$ cat config.mk
export PLATFORM = sky130hd
export DESIGN_NAME = pref_top
export DESIGN_NICKNAME = d
export VERILOG_FILES = /design/src/hw/pref_pkg.sv /design/src/hw/pref_if.sv /design/src/hw/lfsr_random.sv /design/src/hw/pref_gen.sv /design/src/hw/l2_pref_cache.sv /design/src/hw/pref_top.sv
export VERILOG_INCLUDE_DIRS = /design/src /design/src/include
export SDC_FILE = /design/constraint.sdc
export NUM_CORES = 1
export LEC_CHECK = 0
export ABC_AREA = 1
export BUFFER_PORTS_ARGS = -buffer_cell sky130_fd_sc_hd__buf_4
export CAP_MARGIN = 20
export CORE_MARGIN = 2
export CORE_UTILIZATION = 25
export CTS_BUF_LIST = sky130_fd_sc_hd__clkbuf_8
export DETAILED_ROUTE_END_ITERATION = 10
export SETUP_SLACK_MARGIN = 0.5
export SLEW_MARGIN = 20
export SYNTH_ARGS = -nofsm -noshare
export SYNTH_HDL_FRONTEND = slang
export SYNTH_SLANG_ARGS = --single-unit
$ cat constraint.sdc
create_clock -name clk -period 2.8 [get_ports clk]
set_input_delay 0.42 -clock clk [delete_from_list [all_inputs] [get_ports clk]]
set_output_delay 0.42 -clock clk [all_outputs]
set_load 0.05 [all_outputs]
$ cat src/include/pref_defs.svh
`ifndef PREF_DEFS_SVH
`define PREF_DEFS_SVH

// Default parameter values for the prefetch subsystem
`define DEF_ADDR_WIDTH   32
`define DEF_INDEX_BITS   3

// Cycles from miss acceptance to completion
`define DEF_FILL_LATENCY 4

`endif

$ cat src/hw/pref_pkg.sv
`default_nettype none

package pref_pkg;

    // 32-byte lines, eight sets
    localparam int LINE_OFFSET_BITS = 5;
    localparam int PKG_INDEX_BITS   = 3;
    localparam int PKG_TAG_BITS     = 32 - LINE_OFFSET_BITS - PKG_INDEX_BITS;

    // Address register contents while no request is pending
    localparam logic [31:0] IDLE_ADDR = 32'h1234_ABCD;

    // Prefetch addresses live in the low 16 MB
    localparam logic [31:0] PREF_ADDR_MASK = 32'h00FF_FFFF;

    typedef enum logic {
        PREF_INSTR = 1'b0,
        PREF_DATA  = 1'b1
    } pref_type_e;

    // Generator writes raw, cache reads the fields
    typedef union packed {
        logic [31:0] raw;
        struct packed {
            logic [PKG_TAG_BITS-1:0]     tag;
            logic [PKG_INDEX_BITS-1:0]   index;
            logic [LINE_OFFSET_BITS-1:0] offset;
        } f;
    } pref_addr_u;

endpackage

`default_nettype wire

$ cat src/hw/pref_if.sv
`timescale 1ns/1ps
`default_nettype none

interface pref_if import pref_pkg::*; (
    input wire logic clk
);

    logic       req;
    pref_type_e ptype;
    pref_addr_u addr;
    logic       complete;
    // Only meaningful in the complete cycle
    logic       hit;

    modport gen (
        input  clk,
        input  complete,
        input  hit,
        output req,
        output ptype,
        output addr
    );

    modport cache (
        input  clk,
        input  req,
        input  ptype,
        input  addr,
        output complete,
        output hit
    );

endinterface

`default_nettype wire

$ cat src/hw/lfsr_random.sv
`timescale 1ns/1ps
`default_nettype none

module lfsr_random (
    input  wire logic        clk,
    input  wire logic        rstn,
    input  wire logic        en,
    output logic      [31:0] randnum
);

    localparam logic [31:0] SEED = 32'h0000_0001;
    // Taps 32, 22, 2, 1 in right-shift Galois form
    localparam logic [31:0] TAPS = 32'h8020_0003;

    logic [31:0] lfsr_q;
    logic [31:0] lfsr_nxt;

    assign lfsr_nxt = lfsr_q[0] ? ((lfsr_q >> 1) ^ TAPS) : (lfsr_q >> 1);

    // Consumer sees the value the register steps to on this strobe
    assign randnum = lfsr_nxt;

    always_ff @(posedge clk) begin
        if (!rstn) begin
            lfsr_q <= SEED;
        end else if (en) begin
            lfsr_q <= lfsr_nxt;
        end
    end

    // All-zero state would lock the sequence up
    a_lfsr_nonzero: assert property (
        @(posedge clk) disable iff (!rstn)
        lfsr_q != '0
    ) else $error("LFSR reached the all-zero state");

endmodule

`default_nettype wire

$ cat src/hw/pref_gen.sv
`timescale 1ns/1ps
`default_nettype none

module pref_gen import pref_pkg::*; (
    input  wire logic        clk,
    input  wire logic        rstn,
    input  wire logic        pref_en,
    input  wire logic [31:0] randnum,
    output logic             rand_en,
    pref_if.gen              bus
);

    localparam logic S_IDLE = 1'b0;
    localparam logic S_REQ  = 1'b1;

    localparam logic [3:0] GAP_MIN = 4'd1;
    localparam logic [3:0] GAP_MAX = 4'd9;

    logic       state;
    logic       state_nxt;
    logic [3:0] gap;
    logic [3:0] gap_cnt;
    logic       launch;
    logic       type_bit;
    pref_addr_u addr_q;
    pref_type_e ptype_q;

    // Fires once the idle count reaches the current gap
    assign launch  = (state == S_IDLE) && pref_en && (gap_cnt == gap);
    assign rand_en = launch;

    always_comb begin
        state_nxt = state;
        case (state)
            S_IDLE: begin
                if (launch) begin
                    state_nxt = S_REQ;
                end
            end
            S_REQ: begin
                if (bus.complete) begin
                    state_nxt = S_IDLE;
                end
            end
            default: begin
                state_nxt = S_IDLE;
            end
        endcase
    end

    always_ff @(posedge clk) begin
        if (!rstn) begin
            state <= S_IDLE;
        end else begin
            state <= state_nxt;
        end
    end

    // Gap grows 1..9 and wraps; counter frozen during a request
    always_ff @(posedge clk) begin
        if (!rstn) begin
            gap     <= GAP_MIN;
            gap_cnt <= '0;
        end else if (launch) begin
            gap     <= (gap == GAP_MAX) ? GAP_MIN : gap + 4'd1;
            gap_cnt <= '0;
        end else if (state == S_IDLE && pref_en) begin
            gap_cnt <= gap_cnt + 4'd1;
        end
    end

    always_ff @(posedge clk) begin
        if (!rstn) begin
            type_bit <= 1'b0;
        end else begin
            type_bit <= ~type_bit;
        end
    end

    always_ff @(posedge clk) begin
        if (!rstn) begin
            addr_q.raw <= IDLE_ADDR;
        end else if (launch) begin
            addr_q.raw <= randnum & PREF_ADDR_MASK;
        end else if (state == S_REQ && bus.complete) begin
            addr_q.raw <= IDLE_ADDR;
        end
    end

    always_ff @(posedge clk) begin
        if (launch) begin
            ptype_q <= pref_type_e'(type_bit);
        end
    end

    assign bus.req   = (state == S_REQ);
    assign bus.addr  = addr_q;
    assign bus.ptype = ptype_q;

    // Request payload must not move until the cache answers
    a_req_stable: assert property (
        @(posedge clk) disable iff (!rstn)
        bus.req && !bus.complete |=> bus.req && $stable(addr_q) && $stable(ptype_q)
    ) else $error("Prefetch request changed before completion");

    a_no_stray_complete: assert property (
        @(posedge clk) disable iff (!rstn)
        state == S_IDLE |-> !bus.complete
    ) else $error("Completion seen with no request outstanding");

endmodule

`default_nettype wire

$ cat src/hw/l2_pref_cache.sv
`timescale 1ns/1ps
`default_nettype none

module l2_pref_cache import pref_pkg::*; #(
    parameter int INDEX_BITS   = 3,
    parameter int FILL_LATENCY = 4
) (
    input  wire logic clk,
    input  wire logic rstn,
    pref_if.cache     bus
);

    localparam int SETS     = 1 << INDEX_BITS;
    localparam int TAG_BITS = PKG_TAG_BITS;
    localparam int CW       = (FILL_LATENCY > 1) ? $clog2(FILL_LATENCY + 1) : 1;

    logic [TAG_BITS-1:0]   tag_mem [SETS];
    logic [SETS-1:0]       valid_i;
    logic [SETS-1:0]       valid_d;

    logic [INDEX_BITS-1:0] idx;
    logic [TAG_BITS-1:0]   req_tag;
    logic                  is_data;
    logic                  type_valid;
    logic                  tag_match;
    logic                  lookup_hit;

    logic                  busy;
    logic [CW-1:0]         fill_cnt;
    logic                  hit_q;
    logic                  done_now;

    // Address fields are stable for the whole request
    assign idx     = INDEX_BITS'(bus.addr.f.index);
    assign req_tag = bus.addr.f.tag;
    assign is_data = (bus.ptype == PREF_DATA);

    assign tag_match  = (tag_mem[idx] == req_tag);
    assign type_valid = is_data ? valid_d[idx] : valid_i[idx];
    assign lookup_hit = tag_match && type_valid;

    // Hit loads 1, miss loads the fill delay; complete when it reaches 1
    always_ff @(posedge clk) begin
        if (!rstn) begin
            busy     <= 1'b0;
            fill_cnt <= '0;
        end else if (!busy) begin
            if (bus.req) begin
                busy     <= 1'b1;
                fill_cnt <= lookup_hit ? CW'(1) : CW'(FILL_LATENCY);
            end
        end else if (done_now) begin
            busy <= 1'b0;
        end else begin
            fill_cnt <= fill_cnt - 1'b1;
        end
    end

    always_ff @(posedge clk) begin
        if (!busy && bus.req) begin
            hit_q <= lookup_hit;
        end
    end

    assign done_now     = busy && (fill_cnt == CW'(1));
    assign bus.complete = done_now;
    assign bus.hit      = done_now && hit_q;

    // Line allocation happens in the completing cycle of a miss
    always_ff @(posedge clk) begin
        if (done_now && !hit_q) begin
            tag_mem[idx] <= req_tag;
        end
    end

    always_ff @(posedge clk) begin
        if (!rstn) begin
            valid_i <= '0;
            valid_d <= '0;
        end else if (done_now && !hit_q) begin
            if (is_data) begin
                valid_d[idx] <= 1'b1;
                if (!tag_match) begin
                    valid_i[idx] <= 1'b0;
                end
            end else begin
                valid_i[idx] <= 1'b1;
                if (!tag_match) begin
                    valid_d[idx] <= 1'b0;
                end
            end
        end
    end

    a_index_width: assert property (
        @(posedge clk) INDEX_BITS == PKG_INDEX_BITS
    ) else $error("INDEX_BITS does not match the address union layout");

    a_complete_pulse: assert property (
        @(posedge clk) disable iff (!rstn)
        bus.complete |=> !bus.complete
    ) else $error("Completion held for more than one cycle");

    a_complete_with_req: assert property (
        @(posedge clk) disable iff (!rstn)
        bus.complete |-> bus.req
    ) else $error("Completion without a pending request");

endmodule

`default_nettype wire

$ cat src/hw/pref_top.sv
`timescale 1ns/1ps
`default_nettype none

`include "pref_defs.svh"

module pref_top #(
    parameter int ADDR_WIDTH   = `DEF_ADDR_WIDTH,
    parameter int INDEX_BITS   = `DEF_INDEX_BITS,
    parameter int FILL_LATENCY = `DEF_FILL_LATENCY
) (
    input  wire logic                  clk,
    input  wire logic                  rstn,
    input  wire logic                  pref_en,
    output logic                       done,
    output logic      [ADDR_WIDTH-1:0] done_addr,
    output logic                       done_type,
    output logic                       done_hit
);

    logic        rand_en;
    logic [31:0] randnum;

    pref_if bus (
        .clk (clk)
    );

    lfsr_random u_lfsr (
        .clk     (clk),
        .rstn    (rstn),
        .en      (rand_en),
        .randnum (randnum)
    );

    pref_gen u_gen (
        .clk     (clk),
        .rstn    (rstn),
        .pref_en (pref_en),
        .randnum (randnum),
        .rand_en (rand_en),
        .bus     (bus.gen)
    );

    l2_pref_cache #(
        .INDEX_BITS   (INDEX_BITS),
        .FILL_LATENCY (FILL_LATENCY)
    ) u_cache (
        .clk  (clk),
        .rstn (rstn),
        .bus  (bus.cache)
    );

    // Result strobe mirrors the completion cycle directly
    assign done      = bus.complete;
    assign done_addr = bus.addr.raw[ADDR_WIDTH-1:0];
    assign done_type = bus.ptype;
    assign done_hit  = bus.hit;

endmodule

`default_nettype wire

# Word-level counts from Yosys, hierarchy flattened
# Memory sizes are Yosys's and may differ from the RTL's. A register that Yosys moved wholly into a read port is not among the register bits.
# Cells that the tools add are included.
# W data, S select, Z words.
[classes]
n_addsub = 3
magnitude_cmp = 2
eq_ne = 7
muxes = 28
n_bitwise = 9
n_reduce_logical = 17
[op_table]
columns = ["op", "n"]
rows = [
  ["$mux W29", 2],
  ["$mux W32", 1],
  ["$mux W8", 4],
  ["$eq A24 B21 Y1", 1],
  ["$mux W3", 6],
  ["$and A8 B8 Y8", 2],
  ["$or A8 B8 Y8", 2],
  ["$mux W1", 10],
  ["$logic_and A1 B1 Y1", 9],
  ["$add A4 B1 Y4 const B", 2],
  ["$not A8 Y8", 1],
  ["$bmux W1 S3", 2],
  ["$ne A2 B2 Y1 const B", 3],
  ["$reduce_and A2 Y1", 3],
  ["$eq A4 B4 Y1", 1],
  ["$eq A4 B4 Y1 const B", 1],
  ["$lt A3 B4 Y1 const B", 1],
  ["$mux W4", 1],
  ["$not A3 Y4", 1],
  ["$reduce_bool A2 Y1", 2],
  ["$demux W1 S3", 1],
  ["$eq A3 B1 Y1 const B", 1],
  ["$ge A3 B1 Y1 const B", 1],
  ["$not A1 Y1", 3],
  ["other kinds (4)", 5],
]
[word_totals]
register_bits = 90
ramBits = 144
out_inout_bits = 35
word_cells = 79
mem_count = 1
[mem_list]
columns = ["name", "depth", "width", "rd", "rd_ports_with_merged_regs", "write_ports", "line_no", "text"]
rows = [
  ["u_cache.tag_mem", 8, 18, 1, 1, 1, "l2_pref_cache.sv:17", "logic [TAG_BITS-1:0] tag_mem [SETS];"],
]

# Longest topological paths before layout
[logic_depth]
ltp_word = 8
depth_mapped = 18
mapped_depth_nobuf = 16

# Cells and area by module
# From an unflattened synthesis, not the netlist that was laid out.
[hier_totals]
cells_unflattened = 1363
hier_area_um2 = 12510.7
[modules_own_cells]
columns = ["mod", "n_inst", "cells_per_inst", "area_per_inst_um2", "seq_area_each_um2"]
rows = [
  ["l2_pref_cache", 1, 960, 9460.3, 6195.9],
  ["pref_gen", 1, 222, 1671.6, 730.7],
  ["lfsr_random", 1, 181, 1378.8, 640.6],
]

# Worst setup path before layout
# OpenSTA, ideal clock, no wires.
[synth_timing]
path_kind = "reg2reg"
startpoint = "register u_cache.fill_cnt[1]"
endpoint = "register with a tool-made name"
t_arrival_ns = 3.361
required_time_ns = 2.668
path_slack_ns = -0.693
stages_incl_launch_ff = 10
n_path_buf = 0
synth_period_minus_slack_ns = 3.493
path_cell_list = "dfxtp_1 inv_1 ha_1 inv_1 nor3_1 nand2_1 nor2_1 nand2_1 nand2_1 a21oi_1"
[synth_rtl]
columns = ["item", "line_no", "text"]
rows = [
  ["start, declared", "l2_pref_cache.sv:29", "logic [CW-1:0] fill_cnt;"],
  ["start signal, assigned", "l2_pref_cache.sv:50", "fill_cnt <= lookup_hit ? CW'(1) : CW'(FILL_LATENCY);"],
  ["start signal, assigned", "l2_pref_cache.sv:55", "fill_cnt <= fill_cnt - 1'b1;"],
]

# Worst setup path after layout
[layout_timing]
startpoint = "register u_cache.fill_cnt[0]"
endpoint = "memory u_cache.tag_mem[2][4] in the netlist's numbering, enable pin"
[layout_between]
elab_chain_cells = 5
[layout_lines]
columns = ["item", "line_no", "text"]
rows = [
  ["$eq A3 B1 Y1", "l2_pref_cache.sv:65", "assign done_now = busy && (fill_cnt == CW'(1));"],
  ["$logic_and A1 B1 Y1", "l2_pref_cache.sv:65", ""],
  ["$logic_and A1 B1 Y1", "l2_pref_cache.sv:71", "if (done_now && !hit_q) begin"],
  ["$mux W1", "l2_pref_cache.sv:71", ""],
  ["$mux W1 (not written as such)", "l2_pref_cache.sv:72", "tag_mem[idx] <= req_tag;"],
  ["end, declared", "l2_pref_cache.sv:17", ""],
]
# Every way passes these cells.

==> results by group <==
Clock tree
  • TritonCTS clock tree: yes
  • Postcts setup bufs: 0
  • Cts bufs inserted: 38
  • Total number of H-tree levels: 2
  • Clock transition time at the flip-flop clock pins of the worst setup and hold paths: 0.06 ns
  • Clock tree root driver cell: clkbuf_8
  • Worst skew pair latency: roughly 0.53 ns
  • Clock buffer depth: 3
  • Number of sinks driven by the clock tree: 228
  • Hold_buf cts: 0

Synth
  • Dominant synthesized flop cell: edfxtp_1
  • Synth top cells by count: nand2_1, edfxtp_1, inv_1, nand3_1, dfxtp_1
  • Post-synthesis instance area: between 0.009 and 0.01 sq mm
  • Sequential-to-total area share from yosys stat: a little under two thirds
  • Largest cells by area after synthesis: edfxtp_1, dfxtp_1, nand2_1
  • Synthesis Warnings: 0
  • Gate Count Post-Synth: roughly 1000
  • Fraction of registers with async set/reset: 0%
  • Syn Area/Cell: roughly 9.5 sq um
  • Number of storage elements in the synthesis netlist: 228
  • Synth area leader: edfxtp_1
  • Area share of the largest cell type after synthesis: approximately 45%
  • Most repeated cell in the gate-level netlist after synthesis: nand2_1
  • Number of distinct standard cells referenced by the synthesized netlist: 34
  • Number of enable-type register cells in the synthesized netlist: 138

Final layout
  • Antenna Diode Count: 0
  • Post-route cell area: about 0.011 sq mm
  • Share of post-route cells with drive strength above 1: between 10% and 20%
  • Final net count: ~1000
  • Area taken by flip-flops and latches: 0.00595 sq mm
  • # fillers: between 3000 and 4000
  • Layout overhead on the synthesized area: 17.6%
  • Area of the multi-input gates: between 0.002 and 0.003 sq mm

Routing
  • Number of antenna-violating nets in the routed design: 0
  • First drt pass iteration count: 7
  • Number of vias per cell: 4.39
  • Detailed Route Iter0 Violations: roughly 550
  • Residual DRC count: 0
  • Via Count: 6715
  • Detailed-route wire length: about 23 mm
  • DR WL/cell: 14.8 um

STA
  • Min cycle time layout: ~2.2 ns
  • Peak Freq: between 400 and 500 MHz
  • Setup repair after global routing missed its margin: no
  • Worst slew margin relative to its limit: between 50 and 60%
  • Measured slew at the worst slew-check pin: about 0.67 ns
  • Period utilisation layout: roughly three quarters
  • Aggregate negative setup slack: 0 ns
  • Worst setup skew after layout: 0.0213 ns
  • Final setup violation count: 0
  • Fin. max-slew vios: 0
  • Count of final hold-check violations: 0

Die
  • I/O pin count: 38
  • Die width: 197 um
  • Height of the die: 197 um
  • Total core area: between 0.03 and 0.04 sq mm
  • Number of core rows: 70
  • Area of the die: just under 0.04 sq mm
  • Initial cell density of the core: between 20% and 30%

Power
  • Power spent charging and discharging nets: roughly 2.6 mW
  • Int Pwr: 5.81 mW
  • Combinational group share of total power: 18.8%
  • Sequential share of power: between 40% and 50%
  • Power density over cell area: 768 mW/mm^2
  • Reported leakage power: roughly 4.4 nW
  • IR drop worst, VDD: ~0.42 mV
  • Switching portion of total power: 30.9%
  • Clock share of power: between 30% and 40%

Global route
  • Global route overflow: 0
  • Global-route wire length before repair: between 30 and 40 mm
  • Total Routing Usage GR: a little under an eighth
  • Pin count of the biggest net entering global routing: 37
  • Via count of the first global-routing pass: between 6000 and 7000
  • Initial antenna violation count: 0

Worst setup path
  • Data arrival at the endpoint of the critical path: between 2 and 2.5 ns
  • Max FO, Critical Path: 17
  • Reg2Reg Setup Slack: roughly 0.65 ns
  • Worst Setup Path Type: reg2reg
  • Endpoint kind of the worst setup timing path: register
  • Required time of the critical path: 2.97 ns
  • Worst Setup Start Kind: register

Placed design
  • Port Buffer Count: 31
  • Final Wtd Congestion: around 0.80
  • Placed wire-length estimate after detailed placement: ~14 mm
  • Cell area after placement: about 0.010 sq mm

Flow run
  • MaxCap Viol Count: 0

Outcome
  • Run status: completed

Hold path
  • Kind of path behind the tightest hold check: in2reg
==> per-layer routing <==
metal	global-route usage (%)	part of all wire (%)
met1	15.7	47
met3	2.45	4.7
met5	0	0
met2	19.0	46
met4	3.48	1.8
==> path summary, 6_finish.rpt <==
| path | startpoint | end | cells past startpoint |
|---|---|---|---|
| worst min register to register | u_gen.type_bit$_SDFF_PN0_ | u_gen.type_bit$_SDFF_PN0_ | 1 |
| worst min-delay path | rstn | u_gen.bus.addr[21]$_SDFFE_PN1N_ | 2 |
| worst max register to register | u_cache.fill_cnt[0]$_SDFFE_PN0P_ | u_cache.tag_mem[2][4]$_DFFE_PP_ | 6 |
| worst max-delay path | u_cache.fill_cnt[0]$_SDFFE_PN0P_ | u_cache.tag_mem[2][4]$_DFFE_PP_ | 6 |
==> power by group through the flow <==
stage / clock network [mW] / logic, mW / registers (mW)
CTS: 2.93 / 1.57 / 3.97
global placement: 0 / 1.55 / 4.04
finish: 2.85 / 1.58 / 3.97
floorplan: 0 / 0.903 / 4.19
global route: 3.09 / 1.75 / 4.00
detailed placement: 0 / 1.57 / 4.04
==> area by class of cell <==
class                           instances  area share, %
Clock inverter                         24           1.07
Sequential cell                       228           54.3
Multi-Input combinational cell        573           24.3
Timing Repair Buffer                   57           4.49
Tap cell                              468           5.35
Clock buffer                           46           5.79
Inverter                              134           4.62
==> cells in the final DEF, fill, tap and decap left out, types with 4 or more instances in the layout <==
cell / instances
a21oi_1: 26
a32oi_1: 8
buf_4: 50
clkbuf_8: 46
conb_1: 6
dfxtp_1: 89
edfxtp_1: 138
inv_1: 148
inv_2: 4
nand2_1: 273
nand3_1: 95
nor2_1: 57
nor2_2: 11
nor3_1: 4
o21ai_0: 10
o21ai_1: 10
o22ai_1: 44
xor2_1: 8
==> registers in the layout, summed over array words and instances (netlist names), named ones only <==
| signal | cells |
|---|---|
| u_cache.fill_cnt | 3 |
| u_cache.hit_q | 1 |
| u_lfsr.lfsr_q | 32 |
| u_gen.bus.addr | 25 |
| u_gen.type_bit | 1 |
| u_gen.gap_cnt | 4 |
| u_gen.gap | 4 |
| u_gen.bus.ptype | 1 |
| u_cache.busy | 1 |
| u_gen.bus.req | 1 |
| u_cache.tag_mem | 136 |
==> per-stage QoR <==
stage                     util (%)  power, mW  instances  hold slack (ns)  setup slack, ns
after CTS                     29.7       8.47       1530            0.218            0.508
after floorplan                  -       5.10        980            0.388            0.388
after global placement        27.6       5.59       1460            0.407            0.480
after global routing          29.9       8.83       1530            0.220            0.508
final                         29.9       8.41       1530            0.247            0.650
after detailed placement      27.6       5.61       1460            0.400            0.438
==> repair_timing <==
action,in CTS,in global routing
gates resized for setup,1,22
setup endpoints to repair,11,70
pin swaps,0,1
==> worst max-delay path, stage by stage (launching register included) <==
cell     delay [ns]
dfxtp_1        0.37
ha_1           0.16
inv_1          0.07
nor3_4         0.19
nand2_1        0.34
nor2_2         0.28
buf_4          0.37
==> cell families (layout without fill, tap and decap cells) <==
| kind of cell | count (synthesis) | after routing | share of synthesized area, % |
|---|---|---|---|
| adders and majority gates | 3 | 3 | 0.404 |
| xor gates and xnor gates | 9 | 9 | 0.847 |
| other | 1 | 6 | 0.0403 |
| AOI/OAI and AO/OA | 106 | 106 | 6.83 |
| and+or+nand+nor | 449 | 449 | 19.7 |
| buffers and inverters | 179 | 261 | 8.24 |
| DFF | 228 | 228 | 63.9 |
(Power assumes the default switching activity.)
